File: src/design/id_pkg.sv
package id_pkg;

    localparam int XLEN   = 32;
    localparam int NREG   = 32;
    localparam int REG_AW = $clog2(NREG);

    typedef logic [REG_AW-1:0] reg_addr_t;
    typedef logic [XLEN-1:0]   word_t;

    // instruction field positions
    localparam int RD_LSB   = 0;
    localparam int RJ_LSB   = 5;
    localparam int RK_LSB   = 10;
    localparam int I12_LSB  = 10;
    localparam int I16_LSB  = 10;
    localparam int I20_LSB  = 5;
    localparam int OP10_LSB = 22;
    localparam int OP17_LSB = 15;

    // inst[31:26]
    localparam logic [5:0] OP6_JIRL = 6'h13;
    localparam logic [5:0] OP6_B    = 6'h14;
    localparam logic [5:0] OP6_BL   = 6'h15;
    localparam logic [5:0] OP6_BEQ  = 6'h16;
    localparam logic [5:0] OP6_BNE  = 6'h17;
    localparam logic [5:0] OP6_BLT  = 6'h18;
    localparam logic [5:0] OP6_BGE  = 6'h19;
    localparam logic [5:0] OP6_BLTU = 6'h1a;
    localparam logic [5:0] OP6_BGEU = 6'h1b;

    // inst[31:25]
    localparam logic [6:0] OP7_LU12I_W   = 7'h0a;
    localparam logic [6:0] OP7_PCADDU12I = 7'h0e;

    // inst[31:22]
    localparam logic [9:0] OP10_3R     = 10'h000;
    localparam logic [9:0] OP10_SLTI   = 10'h008;
    localparam logic [9:0] OP10_SLTUI  = 10'h009;
    localparam logic [9:0] OP10_ADDI_W = 10'h00a;
    localparam logic [9:0] OP10_ANDI   = 10'h00d;
    localparam logic [9:0] OP10_ORI    = 10'h00e;
    localparam logic [9:0] OP10_XORI   = 10'h00f;
    localparam logic [9:0] OP10_LD_B   = 10'h0a0;
    localparam logic [9:0] OP10_LD_H   = 10'h0a1;
    localparam logic [9:0] OP10_LD_W   = 10'h0a2;
    localparam logic [9:0] OP10_ST_B   = 10'h0a4;
    localparam logic [9:0] OP10_ST_H   = 10'h0a5;
    localparam logic [9:0] OP10_ST_W   = 10'h0a6;
    localparam logic [9:0] OP10_LD_BU  = 10'h0a8;
    localparam logic [9:0] OP10_LD_HU  = 10'h0a9;

    // inst[31:15]
    localparam logic [16:0] OP17_ADD_W  = 17'h00020;
    localparam logic [16:0] OP17_SUB_W  = 17'h00022;
    localparam logic [16:0] OP17_SLT    = 17'h00024;
    localparam logic [16:0] OP17_SLTU   = 17'h00025;
    localparam logic [16:0] OP17_NOR    = 17'h00028;
    localparam logic [16:0] OP17_AND    = 17'h00029;
    localparam logic [16:0] OP17_OR     = 17'h0002a;
    localparam logic [16:0] OP17_XOR    = 17'h0002b;
    localparam logic [16:0] OP17_SLL_W  = 17'h0002e;
    localparam logic [16:0] OP17_SRL_W  = 17'h0002f;
    localparam logic [16:0] OP17_SRA_W  = 17'h00030;
    localparam logic [16:0] OP17_SLLI_W = 17'h00081;
    localparam logic [16:0] OP17_SRLI_W = 17'h00089;
    localparam logic [16:0] OP17_SRAI_W = 17'h00091;

    typedef enum logic [3:0] {
        ALU_ADD, ALU_SUB, ALU_SLT, ALU_SLTU, ALU_AND, ALU_NOR,
        ALU_OR, ALU_XOR, ALU_SLL, ALU_SRL, ALU_SRA, ALU_LUI
    } alu_op_e;

    typedef enum logic [3:0] {
        MEM_NONE, MEM_LD_B, MEM_LD_H, MEM_LD_W, MEM_LD_BU, MEM_LD_HU,
        MEM_ST_B, MEM_ST_H, MEM_ST_W
    } mem_op_e;

    typedef enum logic [3:0] {
        BR_NONE, BR_BEQ, BR_BNE, BR_BLT, BR_BGE, BR_BLTU, BR_BGEU,
        BR_B, BR_BL, BR_JIRL
    } branch_e;

    typedef enum logic [2:0] {
        IMM_FOUR, IMM_SI20_HI, IMM_SI12, IMM_UI5, IMM_UI12
    } imm_sel_e;

    typedef struct packed {
        word_t inst;
        word_t pc;
    } if_to_id_t;

    typedef struct packed {
        logic      we;
        reg_addr_t waddr;
        word_t     wdata;
    } rf_bypass_t;

    typedef struct packed {
        logic       is_load;
        rf_bypass_t rf;
    } ex_bypass_t;

    typedef struct packed {
        alu_op_e   alu_op;
        mem_op_e   mem_op;
        branch_e   branch;
        imm_sel_e  imm_sel;
        word_t     imm;
        word_t     br_offs;
        reg_addr_t rj;
        reg_addr_t rkd;
        logic      need_r1;
        logic      need_r2;
        logic      src1_is_pc;
        logic      src2_is_imm;
        logic      rf_we;
        reg_addr_t rf_waddr;
    } decode_t;

    typedef struct packed {
        alu_op_e   alu_op;
        word_t     alu_src1;
        word_t     alu_src2;
        logic      rf_we;
        reg_addr_t rf_waddr;
        word_t     pc;
        mem_op_e   mem_op;
        word_t     store_data;
    } id_to_ex_t;

endpackage

File: src/design/id_decoder.sv
`timescale 1ns/10ps

module id_decoder
    import id_pkg::*;
(
    input  word_t   i_inst,
    output decode_t o_dec
);

    alu_op_e     alu_op;
    mem_op_e     mem_op;
    branch_e     branch;
    imm_sel_e    imm_sel;
    word_t       imm;
    logic        known;
    logic        reg_reg;
    logic        is_store;
    logic        is_cond;
    reg_addr_t   rd;
    reg_addr_t   rj;
    reg_addr_t   rk;
    logic [11:0] i12;
    logic [15:0] i16;
    logic [19:0] i20;
    logic [25:0] i26;

    assign rd  = i_inst[RD_LSB +: REG_AW];
    assign rj  = i_inst[RJ_LSB +: REG_AW];
    assign rk  = i_inst[RK_LSB +: REG_AW];
    assign i12 = i_inst[I12_LSB +: 12];
    assign i16 = i_inst[I16_LSB +: 16];
    assign i20 = i_inst[I20_LSB +: 20];
    // upper offset bits live in the rd/rj slots
    assign i26 = {i_inst[RD_LSB +: 10], i16};

    always_comb begin
        alu_op  = ALU_ADD;
        mem_op  = MEM_NONE;
        branch  = BR_NONE;
        imm_sel = IMM_SI12;
        known   = 1'b1;
        casez (i_inst[31:OP17_LSB])
            OP17_ADD_W:  alu_op = ALU_ADD;
            OP17_SUB_W:  alu_op = ALU_SUB;
            OP17_SLT:    alu_op = ALU_SLT;
            OP17_SLTU:   alu_op = ALU_SLTU;
            OP17_NOR:    alu_op = ALU_NOR;
            OP17_AND:    alu_op = ALU_AND;
            OP17_OR:     alu_op = ALU_OR;
            OP17_XOR:    alu_op = ALU_XOR;
            OP17_SLL_W:  alu_op = ALU_SLL;
            OP17_SRL_W:  alu_op = ALU_SRL;
            OP17_SRA_W:  alu_op = ALU_SRA;
            OP17_SLLI_W: begin
                alu_op  = ALU_SLL;
                imm_sel = IMM_UI5;
            end
            OP17_SRLI_W: begin
                alu_op  = ALU_SRL;
                imm_sel = IMM_UI5;
            end
            OP17_SRAI_W: begin
                alu_op  = ALU_SRA;
                imm_sel = IMM_UI5;
            end
            {OP10_SLTI, 7'b?}:   alu_op = ALU_SLT;
            {OP10_SLTUI, 7'b?}:  alu_op = ALU_SLTU;
            {OP10_ADDI_W, 7'b?}: alu_op = ALU_ADD;
            {OP10_ANDI, 7'b?}: begin
                alu_op  = ALU_AND;
                imm_sel = IMM_UI12;
            end
            {OP10_ORI, 7'b?}: begin
                alu_op  = ALU_OR;
                imm_sel = IMM_UI12;
            end
            {OP10_XORI, 7'b?}: begin
                alu_op  = ALU_XOR;
                imm_sel = IMM_UI12;
            end
            {OP10_LD_B, 7'b?}:  mem_op = MEM_LD_B;
            {OP10_LD_H, 7'b?}:  mem_op = MEM_LD_H;
            {OP10_LD_W, 7'b?}:  mem_op = MEM_LD_W;
            {OP10_LD_BU, 7'b?}: mem_op = MEM_LD_BU;
            {OP10_LD_HU, 7'b?}: mem_op = MEM_LD_HU;
            {OP10_ST_B, 7'b?}:  mem_op = MEM_ST_B;
            {OP10_ST_H, 7'b?}:  mem_op = MEM_ST_H;
            {OP10_ST_W, 7'b?}:  mem_op = MEM_ST_W;
            {OP7_LU12I_W, 10'b?}: begin
                alu_op  = ALU_LUI;
                imm_sel = IMM_SI20_HI;
            end
            {OP7_PCADDU12I, 10'b?}: imm_sel = IMM_SI20_HI;
            {OP6_JIRL, 11'b?}: begin
                branch  = BR_JIRL;
                imm_sel = IMM_FOUR;
            end
            {OP6_BL, 11'b?}: begin
                branch  = BR_BL;
                imm_sel = IMM_FOUR;
            end
            {OP6_B, 11'b?}:    branch = BR_B;
            {OP6_BEQ, 11'b?}:  branch = BR_BEQ;
            {OP6_BNE, 11'b?}:  branch = BR_BNE;
            {OP6_BLT, 11'b?}:  branch = BR_BLT;
            {OP6_BGE, 11'b?}:  branch = BR_BGE;
            {OP6_BLTU, 11'b?}: branch = BR_BLTU;
            {OP6_BGEU, 11'b?}: branch = BR_BGEU;
            default:           known = 1'b0;
        endcase
    end

    always_comb begin
        case (imm_sel)
            IMM_FOUR:    imm = 32'd4;
            IMM_SI20_HI: imm = {i20, 12'b0};
            IMM_UI5:     imm = {27'b0, rk};
            IMM_UI12:    imm = {20'b0, i12};
            default:     imm = {{20{i12[11]}}, i12};
        endcase
    end

    assign reg_reg  = known && (i_inst[31:OP10_LSB] == OP10_3R);
    assign is_store = mem_op inside {MEM_ST_B, MEM_ST_H, MEM_ST_W};
    assign is_cond  = branch inside {BR_BEQ, BR_BNE, BR_BLT, BR_BGE, BR_BLTU, BR_BGEU};

    assign o_dec.alu_op      = alu_op;
    assign o_dec.mem_op      = mem_op;
    assign o_dec.branch      = branch;
    assign o_dec.imm_sel     = imm_sel;
    assign o_dec.imm         = imm;
    assign o_dec.br_offs     = (branch inside {BR_B, BR_BL}) ? {{4{i26[25]}}, i26, 2'b0} :
                                                             {{14{i16[15]}}, i16, 2'b0};
    assign o_dec.rj          = rj;
    // stores and compares read rd as the second source
    assign o_dec.rkd         = (is_store || is_cond) ? rd : rk;
    assign o_dec.need_r1     = known && !(branch inside {BR_B, BR_BL}) && (imm_sel != IMM_SI20_HI);
    assign o_dec.need_r2     = reg_reg || is_store || is_cond;
    // link address for jirl/bl, pc base for pcaddu12i
    assign o_dec.src1_is_pc  = (branch inside {BR_JIRL, BR_BL}) ||
                               (imm_sel == IMM_SI20_HI && alu_op == ALU_ADD);
    assign o_dec.src2_is_imm = !reg_reg;
    assign o_dec.rf_we       = known && !is_store && !is_cond && (branch != BR_B);
    assign o_dec.rf_waddr    = (branch == BR_BL) ? reg_addr_t'(1) : rd;

endmodule

File: src/design/id_operand_fetch.sv
`timescale 1ns/10ps

module id_operand_fetch
    import id_pkg::*;
(
    input  logic       clk,
    input  reg_addr_t  i_rj,
    input  reg_addr_t  i_rkd,
    input  logic       i_need_r1,
    input  logic       i_need_r2,
    input  ex_bypass_t i_ex_bypass,
    input  rf_bypass_t i_mem_bypass,
    input  rf_bypass_t i_wb_bypass,
    output word_t      o_rj_value,
    output word_t      o_rkd_value,
    output logic       o_stall
);

    word_t rf [NREG];

    function automatic logic hit(rf_bypass_t bp, reg_addr_t addr);
        return bp.we && (bp.waddr == addr) && (addr != '0);
    endfunction

    // youngest producer wins
    function automatic word_t forward(reg_addr_t addr, word_t file_q, ex_bypass_t ex,
                                      rf_bypass_t mem, rf_bypass_t wb);
        word_t value;
        value = (addr == '0) ? '0 : file_q;
        if (hit(wb, addr)) begin
            value = wb.wdata;
        end
        if (hit(mem, addr)) begin
            value = mem.wdata;
        end
        if (hit(ex.rf, addr)) begin
            value = ex.rf.wdata;
        end
        return value;
    endfunction

    // r0 is never written
    always_ff @(posedge clk) begin
        if (i_wb_bypass.we && i_wb_bypass.waddr != '0) begin
            rf[i_wb_bypass.waddr] <= i_wb_bypass.wdata;
        end
    end

    assign o_rj_value  = forward(i_rj, rf[i_rj], i_ex_bypass, i_mem_bypass, i_wb_bypass);
    assign o_rkd_value = forward(i_rkd, rf[i_rkd], i_ex_bypass, i_mem_bypass, i_wb_bypass);

    // load data not ready until MEM
    assign o_stall = i_ex_bypass.is_load &&
                     ((i_need_r1 && hit(i_ex_bypass.rf, i_rj)) ||
                      (i_need_r2 && hit(i_ex_bypass.rf, i_rkd)));

    stall_not_r0: assert property (@(posedge clk)
        o_stall |-> (i_ex_bypass.rf.waddr != '0) &&
                    ((i_need_r1 && i_rj != '0) || (i_need_r2 && i_rkd != '0)));

endmodule

File: src/design/id_branch_issue.sv
`timescale 1ns/10ps

module id_branch_issue
    import id_pkg::*;
(
    input  logic      i_valid,
    input  logic      i_stall,
    input  word_t     i_pc,
    input  decode_t   i_dec,
    input  word_t     i_rj_value,
    input  word_t     i_rkd_value,
    output logic      o_br_taken,
    output word_t     o_br_target,
    output id_to_ex_t o_issue
);

    logic eq;
    logic lt_s;
    logic lt_u;
    logic cond;

    assign eq   = (i_rj_value == i_rkd_value);
    assign lt_s = ($signed(i_rj_value) < $signed(i_rkd_value));
    assign lt_u = (i_rj_value < i_rkd_value);

    always_comb begin
        case (i_dec.branch)
            BR_BEQ:                cond = eq;
            BR_BNE:                cond = !eq;
            BR_BLT:                cond = lt_s;
            BR_BGE:                cond = !lt_s;
            BR_BLTU:               cond = lt_u;
            BR_BGEU:               cond = !lt_u;
            BR_B, BR_BL, BR_JIRL:  cond = 1'b1;
            default:               cond = 1'b0;
        endcase
    end

    assign o_br_taken  = i_valid && !i_stall && cond;
    // jirl is register relative, the rest pc relative
    assign o_br_target = ((i_dec.branch == BR_JIRL) ? i_rj_value : i_pc) + i_dec.br_offs;

    assign o_issue.alu_op     = i_dec.alu_op;
    assign o_issue.alu_src1   = i_dec.src1_is_pc ? i_pc : i_rj_value;
    assign o_issue.alu_src2   = i_dec.src2_is_imm ? i_dec.imm : i_rkd_value;
    assign o_issue.rf_we      = i_dec.rf_we;
    assign o_issue.rf_waddr   = i_dec.rf_waddr;
    assign o_issue.pc         = i_pc;
    assign o_issue.mem_op     = i_dec.mem_op;
    assign o_issue.store_data = i_rkd_value;

    taken_not_stalled: assert final (!(o_br_taken && i_stall));

endmodule

File: src/design/id_stage.sv
`timescale 1ns/10ps

module id_stage
    import id_pkg::*;
(
    input  logic       clk,
    input  logic       resetn,
    input  logic       i_if_to_id_valid,
    input  if_to_id_t  i_if_to_id,
    input  logic       i_ex_allowin,
    input  ex_bypass_t i_ex_bypass,
    input  rf_bypass_t i_mem_bypass,
    input  rf_bypass_t i_wb_bypass,
    output logic       o_id_allowin,
    output logic       o_id_to_ex_valid,
    output id_to_ex_t  o_id_to_ex,
    output logic       o_br_taken,
    output word_t      o_br_target
);

    logic      id_valid;
    if_to_id_t if_to_id_q;
    decode_t   dec;
    word_t     rj_value;
    word_t     rkd_value;
    logic      stall;

    assign o_id_allowin     = !id_valid || (!stall && i_ex_allowin);
    assign o_id_to_ex_valid = id_valid && !stall;

    // a taken branch flushes whatever fetch offers this cycle
    always_ff @(posedge clk) begin
        if (!resetn) begin
            id_valid <= 1'b0;
        end else if (o_br_taken) begin
            id_valid <= 1'b0;
        end else if (o_id_allowin) begin
            id_valid <= i_if_to_id_valid;
        end
    end

    always_ff @(posedge clk) begin
        if (i_if_to_id_valid && o_id_allowin) begin
            if_to_id_q <= i_if_to_id;
        end
    end

    id_decoder u_decoder (
        .i_inst (if_to_id_q.inst),
        .o_dec  (dec)
    );

    id_operand_fetch u_operand_fetch (
        .clk          (clk),
        .i_rj         (dec.rj),
        .i_rkd        (dec.rkd),
        .i_need_r1    (dec.need_r1),
        .i_need_r2    (dec.need_r2),
        .i_ex_bypass  (i_ex_bypass),
        .i_mem_bypass (i_mem_bypass),
        .i_wb_bypass  (i_wb_bypass),
        .o_rj_value   (rj_value),
        .o_rkd_value  (rkd_value),
        .o_stall      (stall)
    );

    id_branch_issue u_branch_issue (
        .i_valid     (id_valid),
        .i_stall     (stall),
        .i_pc        (if_to_id_q.pc),
        .i_dec       (dec),
        .i_rj_value  (rj_value),
        .i_rkd_value (rkd_value),
        .o_br_taken  (o_br_taken),
        .o_br_target (o_br_target),
        .o_issue     (o_id_to_ex)
    );

    issue_needs_valid: assert property (@(posedge clk) disable iff (!resetn)
        o_id_to_ex_valid |-> id_valid);

endmodule

File: config.mk
export PLATFORM = sky130hd
export DESIGN_NAME = id_stage
export DESIGN_NICKNAME = d
export VERILOG_FILES = /design/src/design/id_pkg.sv /design/src/design/id_decoder.sv /design/src/design/id_operand_fetch.sv /design/src/design/id_branch_issue.sv /design/src/design/id_stage.sv
export SDC_FILE = /design/constraint.sdc
export NUM_CORES = 2
export LEC_CHECK = 0
export BUFFER_PORTS_ARGS = -buffer_cell sky130_fd_sc_hd__buf_2
export CORE_MARGIN = 5
export CORE_UTILIZATION = 45
export CTS_CLUSTER_DIAMETER = 40
export DETAILED_ROUTE_END_ITERATION = 10
export GPL_TIMING_DRIVEN = 0
export PLACE_DENSITY_LB_ADDON = 0.08
export SLEW_MARGIN = 25
export SYNTH_ARGS = -nofsm -noshare
export SYNTH_HDL_FRONTEND = slang
export SYNTH_SLANG_ARGS = --single-unit
File: constraint.sdc
create_clock -name clk -period 6.2 [get_ports clk]
set_input_delay 0.31 -clock clk [delete_from_list [all_inputs] [get_ports clk]]
set_output_delay 0.31 -clock clk [all_outputs]
set_load 0.01 [all_outputs]
=== Word level (Yosys, flattened, before mapping) ===
Memory sizes are Yosys's and may differ from the RTL's. A register that Yosys moved wholly into a read port is not among the register bits.
Index checks and enable logic that the tools add are counted.

* Register bits: 65
* Memory bits (writable): 1,024
* Input bits: 183
* Output and inout port bits: 177
* Memories: 1

* Add/subtract/negate cells: 1
* $lt $le $gt $ge: 2
* Equal/unequal tests: 63
* Multiplexer cells: 24
* Bitwise operators: 1
* Reduce and logical (&&, ||, !) cells: 68

{| class="wikitable"
|+ Memories
! memory !! words !! bits a word !! read ports !! clocked after Yosys merged registers in !! wr ports !! line !! text
|-
| u_operand_fetch.rf || 32 || 32 || 2 || 1 || 1 || id_operand_fetch.sv:19 || <nowiki>word_t rf [NREG];</nowiki>
|}

{| class="wikitable"
|+ Operators by type and width
! operator !! number
|-
| two-way mux 32 bit || 12
|-
| equality test 17 x 6 -> 1 bit, second input constant || 11
|-
| one-hot mux 32 bit (4 select lines) || 1
|-
| equality test 10 x 8 -> 1 bit, second input constant || 8
|-
| < comparator 32 bit || 2
|-
| equality test 10 x 4 -> 1 bit, second input constant || 6
|-
| equality test 6 x 5 -> 1 bit, second input constant || 9
|-
| equality test 17 x 8 -> 1 bit, second input constant || 3
|-
| one-hot mux 4 bit (11 select lines) || 1
|-
| OR reduction 39 bit || 1
|-
| one-hot mux 4 bit (9 select lines) || 1
|-
| adder 32 bit || 1
|-
| equality test 32 bit || 1
|-
| one-hot mux 4 bit (8 select lines) || 1
|-
| equality test 5 bit || 6
|-
| logical AND 1 bit || 27
|-
| equality test 4 x 3 -> 1 bit, second input constant || 6
|-
| OR reduction 2 bit || 11
|-
| two-way mux 5 bit || 3
|-
| nonzero test 5 bit || 3
|-
| equality test 7 x 4 -> 1 bit, second input constant || 2
|-
| equality test 4 bit, second input constant || 3
|-
| one-hot mux 3 bit (4 select lines) || 1
|-
| logical NOT 10 bit || 1
|-
| 19 further kinds || 38
|}

=== Longest topological paths before layout ===
* Depth after elaboration: 17
* Gate-level depth with buffers: 26

=== Hierarchy ===
A second synthesis with hierarchy kept.

* Cells, all modules: 3,474
* Area total of the unflattened synthesis: 57,636.5 µm²

{| class="wikitable"
|+ Modules (own cells, without submodules)
! module !! times used !! cells each !! area each (µm²)
|-
| id_operand_fetch || 1 || 2,602 || 50,043.0
|-
| id_branch_issue || 1 || 568 || 4,102.7
|-
| id_stage || 1 || 73 || 1,991.9
|-
| id_decoder || 1 || 231 || 1,498.9
|}

=== Worst setup path after synthesis ===
OpenSTA, ideal clock, no wires.

* Path type: register -> output
* Start point: reg with a tool-made name
* End point: out o_br_target[24]
* Arrival time: 6.335 ns
* Required time: 5.890 ns
* Setup slack: -0.445 ns
* Stages on the path, launching flop included: 23
* Buffers on the path: 3
* Path through: dfxtp_1 -> clkbuf_1 -> clkbuf_1 -> buf_1 -> mux4_2 -> mux4_2 -> mux2_2 -> a221o_1 -> o21ai_0 -> o21ai_0 -> mux2_2 -> ha_1 -> fa_1 -> a21o_1 -> a221oi_1 -> nor3b_1 -> o311a_1 -> o41ai_1 -> o2111ai_1 -> a21oi_1 -> o21bai_1 -> a21oi_1 -> xnor2_1

{| class="wikitable"
|+ RTL lines
! what !! line !! text
|-
| to (decl) || id_stage.sv:18 || <nowiki>output word_t o_br_target</nowiki>
|}

=== Worst setup path after layout ===
* Start point: reg if_to_id_q[60] (netlist name)
* End point: out o_br_taken

* Longest elaborated chain between the ends: 16
* Elaborated cells between the ends (all ways): 104
* Classes of those cells: 2 x order compare; 56 x eq/ne; 10 x mux; 35 x reduce/logical; 1 x memory

{| class="wikitable"
|+ Ends and longest elaborated chain
! what !! line !! text
|-
| from (decl) || id_stage.sv:22 || <nowiki>if_to_id_t if_to_id_q;</nowiki>
|-
| from (signal assigned) || id_stage.sv:44 || <nowiki>if_to_id_q <= i_if_to_id;</nowiki>
|-
| parallel branches: the longest is 15 deep, another holds memory read (32 x 32 bit) || -- ||
|-
| logical AND 1 bit (*) || id_branch_issue.sv:39 || <nowiki>assign o_br_taken = i_valid && !i_stall && cond;</nowiki>
|-
| to (decl) || id_stage.sv:17 || <nowiki>output logic o_br_taken,</nowiki>
|}

Mark *: on every way between the ends.

==> out/qor_table.md <==
| Parameter | Value |
| --- | --- |
| Area of the die | 134000 um2 |
| Clock latency on the worst-skew pair | 0.81 ns |
| Top cell type by total area after synthesis | edfxtp_1 |
| Number of vias in the routed layout | 46840 |
| Count of different cell masters after synthesis | 93 |
| Global-route wire length before repair | 376900 um |
| Width of the die | 366.1 um |
| Placed cell area | 63310 um2 |
| Worst R2R Path Depth | 26 |
| Time the worst path needs with I/O delays and setup | 7.410 ns |
| Detailed Routing Iterations Pass 1 | 9 |
| Clock transition at the registers of the reported paths | 0.06 ns |
| Type of element capturing the critical path | output port |
| Endpoint of the most critical register-to-register path | id_valid$_SDFFE_PP0N_ |
| Main synth FF type | edfxtp_1 |
| Commonest cells after routing, fill and taps aside | 1088 x edfxtp_1, 400 x mux4_2, 384 x buf_2 |
| Maximum buffer depth of the clock tree | 3 |
| Worst Hold Slack | 0.08251 ns |
| Least-Margin Pin Slew | 1.134 ns |
| Area of the mapped netlist | 57070 um2 |
| Worst setup margin | -1.210 ns |
| Detailed Route Iter0 Violations | 7918 |
| Final Hold Fails | 0 |
| Sum of internal, switching and leakage power | 23.48 mW |
| Endpoint arrival time on the critical path | 7.10 ns |
| Worst supply voltage drop on vdd | 206.2 uV |
| Utilization after layout | 59.79% |
| Setup repair after global routing missed its margin | yes |
| Maximum number of pins on one net before global-route repair | 48 |
| CP Data Required Time | 5.89 ns |
| Sink Count | 1094 |
| Leading cell type in the layout, fill and taps excluded | edfxtp_1 |
| Status | complete, but fails checks |
| Detail-routed via count per cell | 7.046 |
| # fillers | 9705 |
| Core footprint | 125900 um2 |
| Worst hold path cell count | 1 |
| Min-delay src | i_wb_bypass[9] |
| Num rows | 130 |
| Launching element type of the critical path | register |
| Global placer's final weighted congestion | 0.9821 |
| Reg-to-Reg Start | if_to_id_q[60]$_DFFE_PP_ |
| Fraction of layout instances using a drive strength above 1 | 42.79% |
| Area share of the largest cell type after synthesis | 57.25% |
| Seq/Total Area, Yosys | 57.46% |
| Number of levels in the clock H-tree | 4 |
| Count of nets left with antenna violations after detail routing | 0 |
| Average instance area after synthesis | 14.64 um2 |
| Relative area change from synthesis to final layout | 31.90% |
| Number of buffers created by CTS | 165 |
| Gr ovfl total | 0 |
| Final count of pins violating max slew | 0 |
| Path class of the lowest-slack min-delay path | in2reg |
| Ratio of total power to cell area | 312.0 nW/um2 |
| Detail Placement HPWL | 202100 um |
| I/O pins | 360 |
| Synth warnings | 0 |
| Maximum clock frequency | 135.0 MHz |
| Finished layout cell area | 75270 um2 |
| Max-slew headroom at the worst pin | 24.41% |
| Failing checks | setup timing |
| FFs w/ async S/R, synth | 0% |
| I/O Buffers | 356 |
| Fin Setup TNS | -12.68 ns |
| Root Buffer | clkbuf_16 |
| Cell with the biggest individual delay on the critical path | or4_4 |
| Max-capacitance violation count | 0 |
| Inst Count DP | 6068 |
| Crit share post-route | 119.5% |
| Final setup violation count | 22 |
| Crit. path cell count | 27 |
| Worst path max stage delay | 0.60 ns |
| TritonCTS clock tree | built |
| Count of state elements after synthesis | 1094 |
| Largest cells by area after synthesis | edfxtp_1 57%, mux4_2 16%, mux2_2 2.8% |
| Number of global-route vias before repair | 44390 |
| Kind of critical path | reg2out |
| Flop-to-flop setup slack | -0.16 ns |
| WP buf/inv | 8 |
| GRT Resource Usage Total | 40.98% |
| Leakage Power | 26.73 nW |
| Initial antenna violation count | 27 |
| EDFF count, synth | 1088 |
| CP delay by family, top | compound AO/OA/AOI/OAI gates |
| Pre-CTS worst setup slack | -3.273 ns |
| Final wirelength | 282500 um |
| Per-cell routed wire length | 42.49 um |
| CP max FO | 7 |
| Die height | 366.1 um |
| Worst clock skew | 0.03768 ns |
| Non-filler cells in the finished layout | 6648 |
| End point of the most critical hold path | u_operand_fetch.rf[15][9]$_DFFE_PP_ |
| Initial standard-cell utilization of the core | 45.33% |
| Detailed-route DRC error count | 0 |
| Gate count after technology mapping | 3899 |
| Number of nets at the end of the flow | 5088 |
[registers in the layout, indices dropped and copies added, names as in the netlist, named ones only]
name and flops:
u_operand_fetch.rf 1024, if_to_id_q 64, id_valid 1
[layout make-up]
type / instances / area, um2 / share of cell area [%]
diodes: 15 / 37.54 / 0.04987
plain buffers: 347 / 3206 / 4.259
clock buffers: 179 / 4267 / 5.668
clock inverters: 128 / 1598 / 2.123
inverters: 47 / 178.9 / 0.2377
multi-input cells: 2438 / 24900 / 33.08
flip-flops and latches: 1094 / 32800 / 43.57
well taps: 1650 / 2064 / 2.743
repair buffers: 750 / 6222 / 8.266
[where the power goes]
part | internal (mW) | switching, mW | leakage, nW
registers | 8.28 | 0.0927 | 9.92
clock network | 6.17 | 3.78 | 2.82
logic | 2.03 | 3.13 | 14.0
total | 16.5 | 7.00 | 26.7
[synth_stat cells (all sizes together), types with 6 or more instances]
| master | count |
|---|---|
| a2111oi | 21 |
| o41ai | 17 |
| inv | 47 |
| nand4 | 20 |
| and2 | 10 |
| or2 | 6 |
| a211oi | 28 |
| o21a | 14 |
| nor4 | 46 |
| mux4 | 400 |
| a221o | 47 |
| nand2b | 20 |
| a221oi | 36 |
| o221ai | 12 |
| or4 | 15 |
| a31oi | 42 |
| buf | 158 |
| o211ai | 6 |
| o21ai | 194 |
| xnor2 | 36 |
| ha | 61 |
| and3 | 49 |
| xor2 | 16 |
| clkbuf | 195 |
| mux2 | 146 |
| dfxtp | 6 |
| o22ai | 95 |
| a211o | 6 |
| a32o | 6 |
| nand2 | 364 |
| nor2b | 13 |
| mux2i | 123 |
| edfxtp | 1088 |
| nor3 | 58 |
| a21o | 24 |
| nor2 | 123 |
| a21oi | 173 |
| or3 | 21 |
| a31o | 14 |
| nand3 | 58 |
| a32oi | 14 |
[logic make-up (layout without fill, tap and decap cells)]
| family | Yosys count | after routing | synth area share, % |
|---|---|---|---|
| buf+inv | 400 | 1451 | 3.365 |
| fa+ha+maj | 62 | 62 | 1.372 |
| mux | 669 | 669 | 20.86 |
| xor+xnor | 52 | 52 | 0.7980 |
| compound gates | 797 | 797 | 9.278 |
| simple gates | 824 | 826 | 6.864 |
| other cells | 1 | 47 | 0.006571 |
| flops | 1094 | 1094 | 57.46 |
[how the worst max path moves through the flow]
stage | startpoint | endpoint | slack (ns)
final | if_to_id_q[60]$_DFFE_PP_ | o_br_taken | -1.21
after global routing | if_to_id_q[61]$_DFFE_PP_ | o_br_taken | -1.25
after CTS | register | o_br_target[28] | -0.99
after detailed placement | if_to_id_q[54]$_DFFE_PP_ | o_br_taken | -3.27
after global placement | if_to_id_q[54]$_DFFE_PP_ | o_br_taken | -3.52
after floorplan | register | o_br_target[24] | 0.02
[layer usage]
| metal | global-route usage [%] | wire, um | vias up |
|---|---|---|---|
| met5 | 0 | 116 | - |
| met4 | 25.52 | 22660 | 10 |
| met3 | 15.79 | 40780 | 924 |
| met2 | 59.86 | 120200 | 4309 |
| met1 | 51.47 | 98700 | 23730 |
| li1 | - | - | 17870 |
[repair_timing]
| item | CTS | global route |
|---|---|---|
| resized for setup | 701 | 180 |
| setup endpoints to repair | 93 | 24 |
| setup buffers | 136 | 54 |
| pin swaps | 91 | 60 |
| hold buffers | 67 | 0 |
| gates cloned | 10 | 1 |
| hold endpoints to repair | 70 | 0 |
[worst reg2reg max path, delay by kind of cell (launching register included)]
kind | cells | cell delay [ns]
DFF | 1 | 0.42
buffers and inverters | 7 | 1.05
and+or+nand+nor | 8 | 2.09
adders and majority gates | 1 | 0.31
AOI/OAI and AO/OA | 10 | 2.46
(Power assumes the default switching activity.)
